===== src/verilog/video_pkg.sv =====
// Shared definitions for the raster timing generator
// Beam timing constants, APB register map, beam and config structs
package video_pkg;

    //******************************
    // Pixel clock enable
    //******************************
    localparam int PIX_DIV   = 4;                // clk cycles per pixel
    localparam int PIX_CNT_W = $clog2(PIX_DIV);  // Divider counter width

    //******************************
    // Horizontal raster
    //******************************
    // 384 pixel line, counter loads 0x080 after 0x1FF
    localparam logic [8:0] H_FIRST      = 9'h080;
    localparam logic [8:0] H_LAST       = 9'h1FF;
    localparam logic [8:0] H_DISP_START = 9'h0C0; // First visible pixel
    localparam logic [8:0] H_DISP_END   = 9'h1BF; // Last visible pixel
    localparam logic [8:0] H_SYNC_START = 9'h1D0; // 32 pixel wide sync
    localparam logic [8:0] H_SYNC_END   = 9'h1EF;

    //******************************
    // Vertical raster
    //******************************
    // 256 lines, natural 8-bit wrap
    localparam logic [7:0] V_LAST       = 8'hFF;
    localparam logic [7:0] V_DISP_START = 8'h10;  // 224 visible lines
    localparam logic [7:0] V_DISP_END   = 8'hEF;
    localparam logic [7:0] V_SYNC_START = 8'hF8;  // Four sync lines
    localparam logic [7:0] V_SYNC_END   = 8'hFB;

    // Front layer offset for the flipped screen, 40 pixels
    localparam logic [8:0] FLIP_ADJUST  = 9'd40;

    //******************************
    // APB register map
    //******************************
    localparam logic [11:0] REG_SCROLL = 12'h000; // Scroll x, bits 7..0
    localparam logic [11:0] REG_CTRL   = 12'h004; // Control bits below
    localparam logic [11:0] REG_STATUS = 12'h008; // Read only, v and vblank

    localparam int CTRL_FX8_BIT  = 0;  // Scroll bit 8
    localparam int CTRL_FLIP_BIT = 1;  // Screen flip
    localparam int CTRL_ADJ_BIT  = 2;  // Apply FLIP_ADJUST

    //******************************
    // Structs
    //******************************
    typedef struct packed {
        logic [8:0] h;      // Pixel count
        logic       hblank; // High outside visible pixels
        logic       hsync;  // Active high
    } h_beam_t;

    typedef struct packed {
        logic [7:0] v;      // Line count
        logic       vblank; // High outside visible lines
        logic       vsync;  // Active high
    } v_beam_t;

    typedef struct packed {
        logic [7:0] scroll_x; // Front layer scroll, low byte
        logic       fx8;      // Scroll bit 8
        logic       flip;     // Invert beam coordinates
        logic       adj_en;   // Subtract FLIP_ADJUST from the sum
    } scroll_cfg_t;

    // CPU side bus
    typedef struct packed {
        logic        psel;
        logic        penable;
        logic        pwrite;
        logic [11:0] paddr;
        logic [31:0] pwdata;
    } apb_req_t;

    typedef struct packed {
        logic        pready;
        logic        pslverr;
        logic [31:0] prdata;
    } apb_rsp_t;

endpackage

===== src/verilog/video_timing_top.sv =====
// Raster timing generator top level
// Beam counters, APB scroll registers and scroll adder
`timescale 1ns/100ps

module video_timing_top (
    input  logic                clk,
    input  logic                rst,
    input  video_pkg::apb_req_t apb_req,
    output video_pkg::apb_rsp_t apb_rsp,
    output video_pkg::h_beam_t  h_beam,
    output video_pkg::v_beam_t  v_beam,
    output logic [7:0]          x,
    output logic [7:0]          y,
    output logic [8:0]          fv
);
    import video_pkg::*;

    logic        line_end;  // Last pixel of each line
    scroll_cfg_t cfg;       // From the register block

    // Pixel clock and horizontal counter
    h_timing u_h_timing (
        .clk      (clk),
        .rst      (rst),
        .h_beam   (h_beam),
        .line_end (line_end)
    );

    // Line counter
    v_timing u_v_timing (
        .clk      (clk),
        .rst      (rst),
        .line_end (line_end),
        .v_beam   (v_beam)
    );

    // CPU registers
    scroll_regs u_scroll_regs (
        .clk     (clk),
        .rst     (rst),
        .apb_req (apb_req),
        .apb_rsp (apb_rsp),
        .v_beam  (v_beam),
        .cfg     (cfg)
    );

    // Flip and scroll
    scroll_calc u_scroll_calc (
        .clk    (clk),
        .rst    (rst),
        .h_beam (h_beam),
        .v_beam (v_beam),
        .cfg    (cfg),
        .x      (x),
        .y      (y),
        .fv     (fv)
    );

endmodule


===== src/verilog/scroll_calc.sv =====
// Beam coordinate flip and front layer scroll adder
// Registered x, y and scroll sum fv
`timescale 1ns/100ps

module scroll_calc (
    input  logic                   clk,
    input  logic                   rst,
    input  video_pkg::h_beam_t     h_beam,
    input  video_pkg::v_beam_t     v_beam,
    input  video_pkg::scroll_cfg_t cfg,
    output logic [7:0]             x,
    output logic [7:0]             y,
    output logic [8:0]             fv
);
    import video_pkg::*;

    logic [7:0] x_inv;   // Line, flipped when asked
    logic [4:0] y_inv;   // Tile column bits of h
    logic [8:0] adj;     // Flip offset or zero
    logic [8:0] fv_sum;

    always_comb
    begin
        x_inv  = v_beam.v ^ {8{cfg.flip}};
        y_inv  = h_beam.h[7:3] ^ {5{cfg.flip}};
        adj    = cfg.adj_en ? FLIP_ADJUST : 9'd0;
        // Nine bit sum, wraps mod 512
        fv_sum = {cfg.fx8, cfg.scroll_x} + {1'b0, x_inv} - adj;
    end

    //******************************
    // Output registers
    //******************************
    always_ff @(posedge clk)
    begin
        if (rst)
        begin
            x  <= 8'd0;
            y  <= 8'd0;
            fv <= 9'd0;
        end
        else
        begin
            x  <= x_inv;
            y  <= {y_inv, 3'b000};  // Pixel bits dropped
            fv <= fv_sum;
        end
    end

endmodule


===== src/verilog/scroll_regs.sv =====
// APB slave register block
// Scroll and control registers, status readback, error response
`timescale 1ns/100ps

module scroll_regs (
    input  logic                   clk,
    input  logic                   rst,
    input  video_pkg::apb_req_t    apb_req,
    output video_pkg::apb_rsp_t    apb_rsp,
    input  video_pkg::v_beam_t     v_beam,
    output video_pkg::scroll_cfg_t cfg
);
    import video_pkg::*;

    logic        setup_ph;    // psel, no penable
    logic        access_ph;   // psel and penable
    logic        hit_scroll;
    logic        hit_ctrl;
    logic        hit_status;
    logic        addr_err;    // Unmapped, or write to status
    logic        wr_en;
    logic [31:0] rd_data;
    scroll_cfg_t cfg_q;
    apb_rsp_t    rsp_q;

    //******************************
    // Address decode
    //******************************
    assign setup_ph   = apb_req.psel && !apb_req.penable;
    assign access_ph  = apb_req.psel && apb_req.penable;
    assign hit_scroll = (apb_req.paddr == REG_SCROLL);
    assign hit_ctrl   = (apb_req.paddr == REG_CTRL);
    assign hit_status = (apb_req.paddr == REG_STATUS);
    assign addr_err   = !(hit_scroll || hit_ctrl || hit_status)
                        || (hit_status && apb_req.pwrite);
    assign wr_en      = access_ph && apb_req.pwrite && !addr_err;

    // Register writes, at the end of the access phase
    always_ff @(posedge clk)
    begin
        if (rst)
            cfg_q <= '0;
        else if (wr_en)
        begin
            if (hit_scroll)
                cfg_q.scroll_x <= apb_req.pwdata[7:0];
            if (hit_ctrl)
            begin
                cfg_q.fx8    <= apb_req.pwdata[CTRL_FX8_BIT];
                cfg_q.flip   <= apb_req.pwdata[CTRL_FLIP_BIT];
                cfg_q.adj_en <= apb_req.pwdata[CTRL_ADJ_BIT];
            end
        end
    end

    //******************************
    // Read data and response
    //******************************
    always_comb
    begin
        rd_data = '0;
        if (hit_scroll)
            rd_data[7:0] = cfg_q.scroll_x;
        else if (hit_ctrl)
        begin
            rd_data[CTRL_FX8_BIT]  = cfg_q.fx8;
            rd_data[CTRL_FLIP_BIT] = cfg_q.flip;
            rd_data[CTRL_ADJ_BIT]  = cfg_q.adj_en;
        end
        else if (hit_status)
            rd_data[8:0] = {v_beam.vblank, v_beam.v};  // Live beam
    end

    // Response built in setup, presented for the whole access phase
    always_ff @(posedge clk)
    begin
        if (rst)
            rsp_q <= '0;
        else if (setup_ph)
        begin
            rsp_q.pready  <= 1'b1;    // Never waits
            rsp_q.pslverr <= addr_err;
            rsp_q.prdata  <= apb_req.pwrite ? 32'd0 : rd_data;
        end
        else
            rsp_q <= '0;              // Idle between transfers
    end

    assign apb_rsp = rsp_q;
    assign cfg     = cfg_q;

endmodule


===== src/verilog/v_timing.sv =====
// Vertical beam timing
// Line counter stepped at line end, registered vblank and vsync
`timescale 1ns/100ps

module v_timing (
    input  logic               clk,
    input  logic               rst,
    input  logic               line_end,
    output video_pkg::v_beam_t v_beam
);
    import video_pkg::*;

    logic [7:0] v_next;       // Line after this one
    logic       vblank_next;
    logic       vsync_next;
    v_beam_t    beam_q;

    //******************************
    // Line counter
    //******************************
    always_comb
    begin
        if (beam_q.v == V_LAST)
            v_next = 8'd0;    // New frame
        else
            v_next = beam_q.v + 8'd1;

        // Windows looked up on the next line
        vblank_next = !((v_next >= V_DISP_START) && (v_next <= V_DISP_END));
        vsync_next  = (v_next >= V_SYNC_START) && (v_next <= V_SYNC_END);
    end

    always_ff @(posedge clk)
    begin
        if (rst)
        begin
            beam_q.v      <= 8'd0;
            beam_q.vblank <= 1'b1;    // Line 0 is above the display
            beam_q.vsync  <= 1'b0;
        end
        else if (line_end)
        begin
            beam_q.v      <= v_next;
            beam_q.vblank <= vblank_next;
            beam_q.vsync  <= vsync_next;
        end
    end

    assign v_beam = beam_q;

endmodule


===== src/verilog/h_timing.sv =====
// Horizontal beam timing
// Pixel enable divider, pixel counter, registered hblank and hsync, line end pulse
`timescale 1ns/100ps

module h_timing (
    input  logic               clk,
    input  logic               rst,
    output video_pkg::h_beam_t h_beam,
    output logic               line_end
);
    import video_pkg::*;

    logic [PIX_CNT_W-1:0] div_cnt;  // clk cycles within the pixel
    logic                 pix_cen;  // One clk per pixel
    logic [8:0]           h_next;   // Count after this pixel
    logic                 hblank_next;
    logic                 hsync_next;
    h_beam_t              beam_q;

    //******************************
    // Pixel clock enable
    //******************************
    assign pix_cen = (div_cnt == PIX_CNT_W'(PIX_DIV - 1));

    always_ff @(posedge clk)
    begin
        if (rst)
            div_cnt <= '0;
        else if (pix_cen)
            div_cnt <= '0;   // Restart divider
        else
            div_cnt <= div_cnt + PIX_CNT_W'(1);
    end

    //******************************
    // Horizontal counter
    //******************************
    always_comb
    begin
        // Reload at end of line
        h_next      = (beam_q.h == H_LAST) ? H_FIRST : beam_q.h + 9'd1;
        hblank_next = !((h_next >= H_DISP_START) && (h_next <= H_DISP_END));
        hsync_next  = (h_next >= H_SYNC_START) && (h_next <= H_SYNC_END);
    end

    // Flags decoded from the next count so they move with h
    always_ff @(posedge clk)
    begin
        if (rst)
        begin
            beam_q.h      <= H_FIRST;
            beam_q.hblank <= 1'b1;    // H_FIRST is off screen
            beam_q.hsync  <= 1'b0;
        end
        else if (pix_cen)
        begin
            beam_q.h      <= h_next;
            beam_q.hblank <= hblank_next;
            beam_q.hsync  <= hsync_next;
        end
    end

    // Last pixel of the line, single clk
    assign line_end = pix_cen && (beam_q.h == H_LAST);

    assign h_beam = beam_q;

endmodule


===== config.mk =====
export PLATFORM = sky130hd
export DESIGN_NAME = video_timing_top
export DESIGN_NICKNAME = d
export VERILOG_FILES = /design/src/verilog/video_pkg.sv /design/src/verilog/video_timing_top.sv /design/src/verilog/scroll_calc.sv /design/src/verilog/scroll_regs.sv /design/src/verilog/v_timing.sv /design/src/verilog/h_timing.sv
export SDC_FILE = /design/constraint.sdc
export NUM_CORES = 1
export LEC_CHECK = 0
export BUFFER_PORTS_ARGS = -buffer_cell sky130_fd_sc_hd__buf_4
export CAP_MARGIN = 20
export CORE_MARGIN = 8
export CORE_UTILIZATION = 30
export DETAILED_ROUTE_END_ITERATION = 6
export HOLD_SLACK_MARGIN = 0.1
export PLACE_DENSITY_LB_ADDON = 0.2
export SLEW_MARGIN = 20
export SYNTH_ARGS = -nofsm -noshare
export SYNTH_HDL_FRONTEND = slang
export SYNTH_SLANG_ARGS = --single-unit

===== constraint.sdc =====
create_clock -name clk -period 7.7 [get_ports clk]
set_input_delay 0.385 -clock clk [delete_from_list [all_inputs] [get_ports clk]]
set_output_delay 0.385 -clock clk [all_outputs]
set_load 0.02 [all_outputs]

### Yosys cells after proc, flatten, opt, wreduce, memory -nomap -nowiden

Cells that the tools add are included.

* bits of input ports: 49
* register bits: 93

* order comparisons: 8
* bitwise gates (word level): 4
* reductions and logical operators: 25
* eq/ne operators: 5
* add/subtract/negate cells: 5
* multiplexer cells: 10

Operators with widths (count)
* 2-to-1 mux 34 bit: 1
* 2-to-1 mux 9 bit: 3
* less-or-equal comparator 9 bit (second input constant): 2
* less-or-equal comparator 8 bit (second input constant): 2
* 2-to-1 mux 8 bit: 2
* equality test 12 x 3 -> 1 bit (second input constant): 1
* equality test 12 x 4 -> 1 bit (second input constant): 1
* zero test 12 bit: 1
* 2-to-1 mux 6 bit: 2
* logical AND 1 bit: 10
* adder 9 x 1 -> 9 bit (second input constant): 1
* adder 9 x 8 -> 9 bit: 1
* equality test 9 bit (second input constant): 1
* greater-or-equal comparator 9 x 8 -> 1 bit (second input constant): 1
* greater-or-equal comparator 9 bit (second input constant): 1
* subtractor 9 bit: 1
* adder 8 x 1 -> 8 bit (second input constant): 1
* equality test 8 bit (second input constant): 1
* greater-or-equal comparator 8 x 5 -> 1 bit (second input constant): 1
* greater-or-equal comparator 8 bit (second input constant): 1
* XOR 8 bit: 1
* OR reduction 6 bit: 1
* zero test 1 bit: 5
* XOR 5 bit: 1
* 9 further kinds: 14

### Longest topological paths before layout

Gate-level depths: netlist of run 1.

* depth in word-level cells: 8
* gate-level depth with buffers: 11

### Cells and area by module

A second synthesis of run 1 with hierarchy kept.

* cells, all modules: 416
* area, all modules: 3778.6 um^2

By module, submodules not included
* scroll_calc: area each 1222.4 um^2, cells an instance 133, instances 1
* scroll_regs: area each 1171.1 um^2, cells an instance 116, instances 1
* h_timing: area each 743.2 um^2, cells an instance 91, instances 1
* v_timing: area each 641.9 um^2, cells an instance 76, instances 1

### Worst setup path after synthesis of run 1

Ideal clock, no wire load.

* path kind: register -> register
* start: register u_scroll_regs.cfg_q (netlist bit u_scroll_regs.cfg[1])
* end: register u_scroll_calc.fv[6]
* clock period less this slack: 2.851 ns
* setup time: 0.062 ns
* required time: 7.638 ns
* path buffers: 2
* setup slack: 4.849 ns
* arrival time: 2.789 ns
* stages on the path, launching flop included: 11
* cells stage by stage: dfxtp_1 clkbuf_1 buf_1 xnor2_1 fa_1 inv_1 ha_1 o21a_1 o21a_1 or4_1 nand3_1

* longest elaborated chain between the ends: 3

Ends and longest elaborated chain
* start: declaration: RTL line scroll_regs.sv:23 `scroll_cfg_t cfg_q;`
* XOR 8 bit: RTL line scroll_calc.sv:24 `x_inv = v_beam.v ^ {8{cfg.flip}};`
* adder 9 x 8 -> 9 bit: RTL line scroll_calc.sv:28 `fv_sum = {cfg.fx8, cfg.scroll_x} + {1'b0, x_inv} - adj;`
* subtractor 9 bit: RTL line scroll_calc.sv:28
* end signal: assignment: RTL line scroll_calc.sv:46 `fv <= fv_sum;`
* end: declaration: RTL line scroll_calc.sv:13 `output logic [8:0] fv`

No other way between the ends.
A chain may end at the register's enable or synchronous reset.

### Worst setup path in the final report of run 1

Ends and elaborated chain as after synthesis.

==> flow_metrics.env, run 1 <==
export IMPL_avgSynthCellArea_um2=8.42
export IMPL_synth_top_cell_by_area="dfxtp_1"
export IMPL_die_area_mm2=0.0155
export IMPL_clock_root_buffer="clkbuf_16"
export IMPL_yosysTopAreaCellShare_pct=38.0
export IMPL_cts_tree="yes"
export IMPL_synthDistinctLibCells=48
export IMPL_die_h_um=124
export IMPL_p_leak_nw=1.89
export IMPL_gp_congestion=0.785
export IMPL_fillCellCount=1187
export IMPL_cts_inserted_buffers=9
export IMPL_setup_viol=0
export IMPL_grt_remaining_overflow=0
export IMPL_syn2layout_area_growth_pct=25.3
export IMPL_dpl_cell_area_mm2=0.00409
export IMPL_h_tree_depth=3
export IMPL_dpl_worst_slack_ns=4.74
export IMPL_seqCellArea_mm2=0.00134
export IMPL_drive_gt1_share_pct=21.0
export IMPL_synth_main_ff_cell="dfxtp_1"
export IMPL_wire_per_inst_um=14.0
export IMPL_yosys_warnings=0
export IMPL_synthCells=419
export IMPL_arrival_ns=3.21
export IMPL_drc=0
export IMPL_via_per_inst=4.60
export IMPL_setup_ws_ns=4.75
export IMPL_synth_area_leaders="dfxtp_1 (38%), nor2_1 (7.0%), ha_1 (6.7%)"
export IMPL_clk_latency_ns=0.32
export IMPL_clk_path_buf_depth=2
export IMPL_final_cell_area_mm2=0.00442
export IMPL_cp_required_ns=7.97
export IMPL_holdPathStages=3
export IMPL_diodes=0
export IMPL_die_w_um=124
export IMPL_critical_path_class="flip-flop to flip-flop"
export IMPL_holdWs_ns=0.304
export IMPL_worst_slew_pin_slew_ns=1.01
export IMPL_r2r_cells=8
export IMPL_status="finished, final reports clean"
export IMPL_yosys_register_bits=67
export IMPL_ioPinCount=129
export IMPL_first_pass_iters=4
export IMPL_port_buffers=78
export IMPL_nets=551
export IMPL_postCtsSetupRepairBufs=0
export IMPL_cts_sinks=67
export IMPL_hold_viol=0
export IMPL_grt_max_degree=59
export IMPL_track_usage_pct=11.4
export IMPL_drt_wl_total_mm=8.83
export IMPL_setup_tns_final_ns=0
export IMPL_cts_hold_buf=0
export IMPL_start_kind="flip-flop"
export IMPL_antenna_found_initial=0
export IMPL_period_share_pct=38.2
export IMPL_path_clk_slew_ns=0.06
export IMPL_fin_crit_ns=2.95
export IMPL_synth_edff_count=0
export IMPL_drt_iter0_markers=86
export IMPL_peakVddDrop_mv=0.117
export IMPL_power_density_mw_per_mm2=190
export IMPL_ys_seq_area_share_pct=38.0
export IMPL_ctsResizeCount=0
export IMPL_end_kind="flip-flop"
export IMPL_row_count=39
export IMPL_maxCapViolCount=0
export IMPL_core_area_mm2=0.0115
export IMPL_dr_total_vias=2893
export IMPL_drv_slew=0
export IMPL_place_hpwl_mm=6.61
export IMPL_max_freq_mhz=340
export IMPL_synthesis_area_mm2=0.00353
export IMPL_final_setup_skew_ns=0.00441
export IMPL_ys_async_sr_fraction_pct=0
export IMPL_grt_pass1_vias=2953
export IMPL_start_util_pct=30.8
export IMPL_layout_commonest_cell="buf_4"
export IMPL_grt_pass1_wl_mm=14.7
export IMPL_multiInputGateArea_mm2=0.00189
export IMPL_ant_nets=0
export IMPL_layout_common_cells="buf_4 (78), dfxtp_1 (67), nor2_1 (66)"
export IMPL_cp_max_fo=15
export IMPL_max_slew_margin_pct=32.5
export IMPL_rsz0062_at_grt="no"
export IMPL_hold_class="primary input to flip-flop"
## logic make-up (layout without fill, tap and decap cells)
family	count (synthesis)	in the layout	share of synthesized area, %
compound gates	56	56	9.75
other cells	1	26	0.106
xor+xnor	22	22	5.46
mux	25	25	7.20
simple gates	149	149	20.5
buf+inv	78	120	11.1
fa+ha+maj	21	21	7.87
flops	67	67	38.0
## where the power goes
| group | leakage [nW] | internal [mW] | switching, mW |
|---|---|---|---|
| Sequential | 0.541 | 0.350 | 0.00165 |
| Combinational | 1.19 | 0.0148 | 0.0293 |
| Clock | 0.156 | 0.294 | 0.153 |
| Total | 1.89 | 0.658 | 0.184 |
## cell type report
cell class | instances | share of cell area, %
Clock inverter | 5 | 1.92
Timing Repair Buffer | 78 | 13.2
Clock buffer | 11 | 5.49
Inverter | 26 | 2.21
Sequential cell | 67 | 30.3
Multi-Input combinational cell | 299 | 42.7
Tap cell | 143 | 4.05
## critical path, cell delays in order, from the launching register on
cell and delay [ns]:
dfxtp_1 0.87, xnor2_1 0.24, fa_1 0.53, inv_1 0.05, ha_1 0.30, o21a_1 0.14, o21a_1 0.20, or4_1 0.47
nand3_1 0.09
## metrics by stage
stage               utilization (%)  total power, mW  cells
floorplan                         -            0.396    444
global placement               35.7            0.402    613
detailed placement             35.7            0.403    613
CTS                            38.5            0.858    629
global route                   38.5            0.876    629
finish                         38.5            0.842    629
## state kept, by name (all words and copies together) (netlist names)
name / flops
u_scroll_regs.apb_rsp: 11
u_v_timing.v_beam: 10
u_scroll_calc.x: 8
u_h_timing.h_beam: 11
u_scroll_calc.y: 5
u_scroll_calc.fv: 9
u_scroll_regs.cfg: 11
u_h_timing.div_cnt: 2
## final timing paths
check | startpoint | end | slack, ns
max | u_scroll_regs.cfg[1] | u_scroll_calc.fv[6] | 4.75
max reg2reg | u_scroll_regs.cfg[1] | u_scroll_calc.fv[6] | 4.75
min | apb_req[1] | u_scroll_regs.cfg[1] | 0.30
min reg2reg | u_h_timing.div_cnt[0] | u_h_timing.div_cnt[0] | 0.43
## Yosys cell counts (4+ instances only)
cell type and number:
nand3_1 9, nor2b_1 9, dfxtp_1 67, inv_1 26, ha_1 19, mux2i_1 22, nand2b_1 4, buf_1 5
nor2_1 66, a21oi_1 20, clkbuf_1 20, nand4_1 5, nor4_1 7, nor3b_1 4, xor2_1 5, buf_4 26
nor3_1 10, nand2_1 18, o21ai_0 13, xnor2_1 17, o21a_1 4
## metal layers
metal	global-route usage, %	part of all wire [%]	wire length (um)
met5	0	0	0
met4	3.69	1.0	91
met3	4.13	6.0	533
met2	17.6	45	3950
met1	14.3	48	4260
Note: power is estimated with default switching activity, not from simulation.
==> run 2, diff against run 1 <==
==> constraint.sdc (replaced) <==
create_clock -name clk -period 3 [get_ports clk]
set_input_delay 0.15 -clock clk [delete_from_list [all_inputs] [get_ports clk]]
set_output_delay 0.15 -clock clk [all_outputs]
set_load 0.02 [all_outputs]
==> run 2 against run 1 <==
Register-to-register slack lost 4.3 ns. Die area unchanged. Worst setup slack got worse by 4.3 ns. Via count grew 4.6%. Cell count is 3.3% higher. Flip-flop and latch count unchanged. Non-clock buffer count rose by 21. Sequential share of layout area down 1.0 points. Critical path type unchanged. Critical endpoint unchanged.
==> flow_metrics.env, run 2 (synthesis gave the netlist of run 1 again) <==
export IMPL_postCtsSetupRepairBufs=0
export IMPL_status="finished, final reports clean"
export IMPL_clk_latency_ns=0.33
export IMPL_p_leak_nw=1.98
export IMPL_drv_slew=0
export IMPL_cts_tree="yes"
export IMPL_h_tree_depth=3
export IMPL_track_usage_pct=11.6
export IMPL_fin_crit_ns=2.50
export IMPL_die_h_um=124
export IMPL_clk_path_buf_depth=2
export IMPL_wire_per_inst_um=13.9
export IMPL_row_count=39
export IMPL_ant_nets=0
export IMPL_grt_pass1_vias=3095
export IMPL_holdPathStages=3
export IMPL_setup_tns_final_ns=0
export IMPL_max_freq_mhz=400
export IMPL_ioPinCount=129
export IMPL_grt_remaining_overflow=0
export IMPL_period_share_pct=83.3
export IMPL_cts_inserted_buffers=9
export IMPL_syn2layout_area_growth_pct=29.6
export IMPL_cp_max_fo=8
export IMPL_peakVddDrop_mv=0.260
export IMPL_hold_class="primary input to flip-flop"
export IMPL_drt_iter0_markers=91
export IMPL_ctsResizeCount=0
export IMPL_drt_wl_total_mm=9.03
export IMPL_rsz0062_at_grt="no"
export IMPL_drive_gt1_share_pct=22.7
export IMPL_die_w_um=124
export IMPL_power_density_mw_per_mm2=455
export IMPL_setup_viol=0
export IMPL_cts_sinks=67
export IMPL_final_setup_skew_ns=0.00489
export IMPL_r2r_cells=10
export IMPL_gp_congestion=0.814
export IMPL_layout_commonest_cell="buf_4"
export IMPL_layout_common_cells="buf_4 (90), dfxtp_1 (67), nor2_1 (66)"
export IMPL_port_buffers=78
export IMPL_drc=0
export IMPL_antenna_found_initial=0
export IMPL_place_hpwl_mm=6.77
export IMPL_maxCapViolCount=0
export IMPL_dr_total_vias=3025
export IMPL_path_clk_slew_ns=0.06
export IMPL_via_per_inst=4.65
export IMPL_reg2reg_slack_ns=0.50
export IMPL_cp_required_ns=3.27
export IMPL_first_pass_iters=4
export IMPL_clock_root_buffer="clkbuf_16"
export IMPL_arrival_ns=2.77
export IMPL_die_area_mm2=0.0155
export IMPL_hold_viol=0
export IMPL_end_kind="flip-flop"
export IMPL_diodes=0
export IMPL_final_util_pct=39.9
export IMPL_r2r_start="u_scroll_regs.cfg[1]"
export IMPL_worst_slew_pin_slew_ns=0.628
export IMPL_nets=572
export IMPL_start_kind="flip-flop"
export IMPL_grt_max_degree=59
export IMPL_startpoint="u_scroll_regs.cfg[1]"
export IMPL_timing_rr_end="u_scroll_calc.fv[6]"
export IMPL_holdPathEnd="u_scroll_regs.apb_rsp[8]"
export IMPL_max_slew_margin_pct=58.1
export IMPL_core_area_mm2=0.0115
export IMPL_cts_hold_buf=9
export IMPL_hp_start="apb_req[35]"
export IMPL_start_util_pct=30.8
export IMPL_grt_pass1_wl_mm=15.1
export IMPL_critical_path_class="flip-flop to flip-flop"
run 2: layer usage:
layer / part of all wire [%] / vias to the layer above / GRT usage, %
li1: - / 1518 / -
met1: 47 / 1394 / 14.0
met2: 45 / 101 / 18.7
met3: 6.6 / 12 / 3.83
met4: 1.4 / 0 / 4.18
met5: 0 / - / 0
run 2: metrics by stage:
step / area, um^2 / total power [mW] / std cells / worst slack, ns / hold slack [ns]
6_report: 4570 / 2.08 / 650 / 0.501 / 0.148
5_1_grt: 4570 / 2.17 / 650 / 0.314 / 0.157
4_1_cts: 4570 / 2.12 / 650 / 0.470 / 0.138
3_5_place_dp: 4180 / 1.04 / 625 / 0.503 / 0.405
3_3_place_gp: 4180 / 1.03 / 625 / 0.529 / 0.397
2_1_floorplan: 3620 / 1.02 / 444 / 0.149 / 0.294
run 2: cell type report:
type	count	area [um^2]
fill	1176	6890
multi-input combinational	299	1890
sequential	67	1340
timing repair buffer	99	766
clock buffer	9	225
tap	143	179
inverter	26	97.6
clock inverter	7	76.3
run 2: worst max path at each step:
stage,to,depth (start not counted)
2_1_floorplan,u_scroll_calc.fv[6],10
3_3_place_gp,u_scroll_calc.fv[6],10
3_5_place_dp,u_scroll_calc.fv[6],10
4_1_cts,u_scroll_calc.fv[6],10
5_1_grt,u_scroll_calc.fv[6],10
6_report,u_scroll_calc.fv[6],10
run 2: where the power goes:
group          switching, mW  internal, mW  total, mW
sequential           0.00423         0.897      0.901
combinational         0.0778        0.0462      0.124
clock                  0.409         0.648       1.06
run 2: critical path, cell delays in order (launching register included):
cell     delay (ns)
dfxtp_1        0.43
buf_4          0.24
xnor2_1        0.18
ha_1           0.19
inv_1          0.04
ha_1           0.29
nor2b_1        0.15
o21a_1         0.19
o21a_1         0.20
or4_1          0.46
nand3_1        0.09
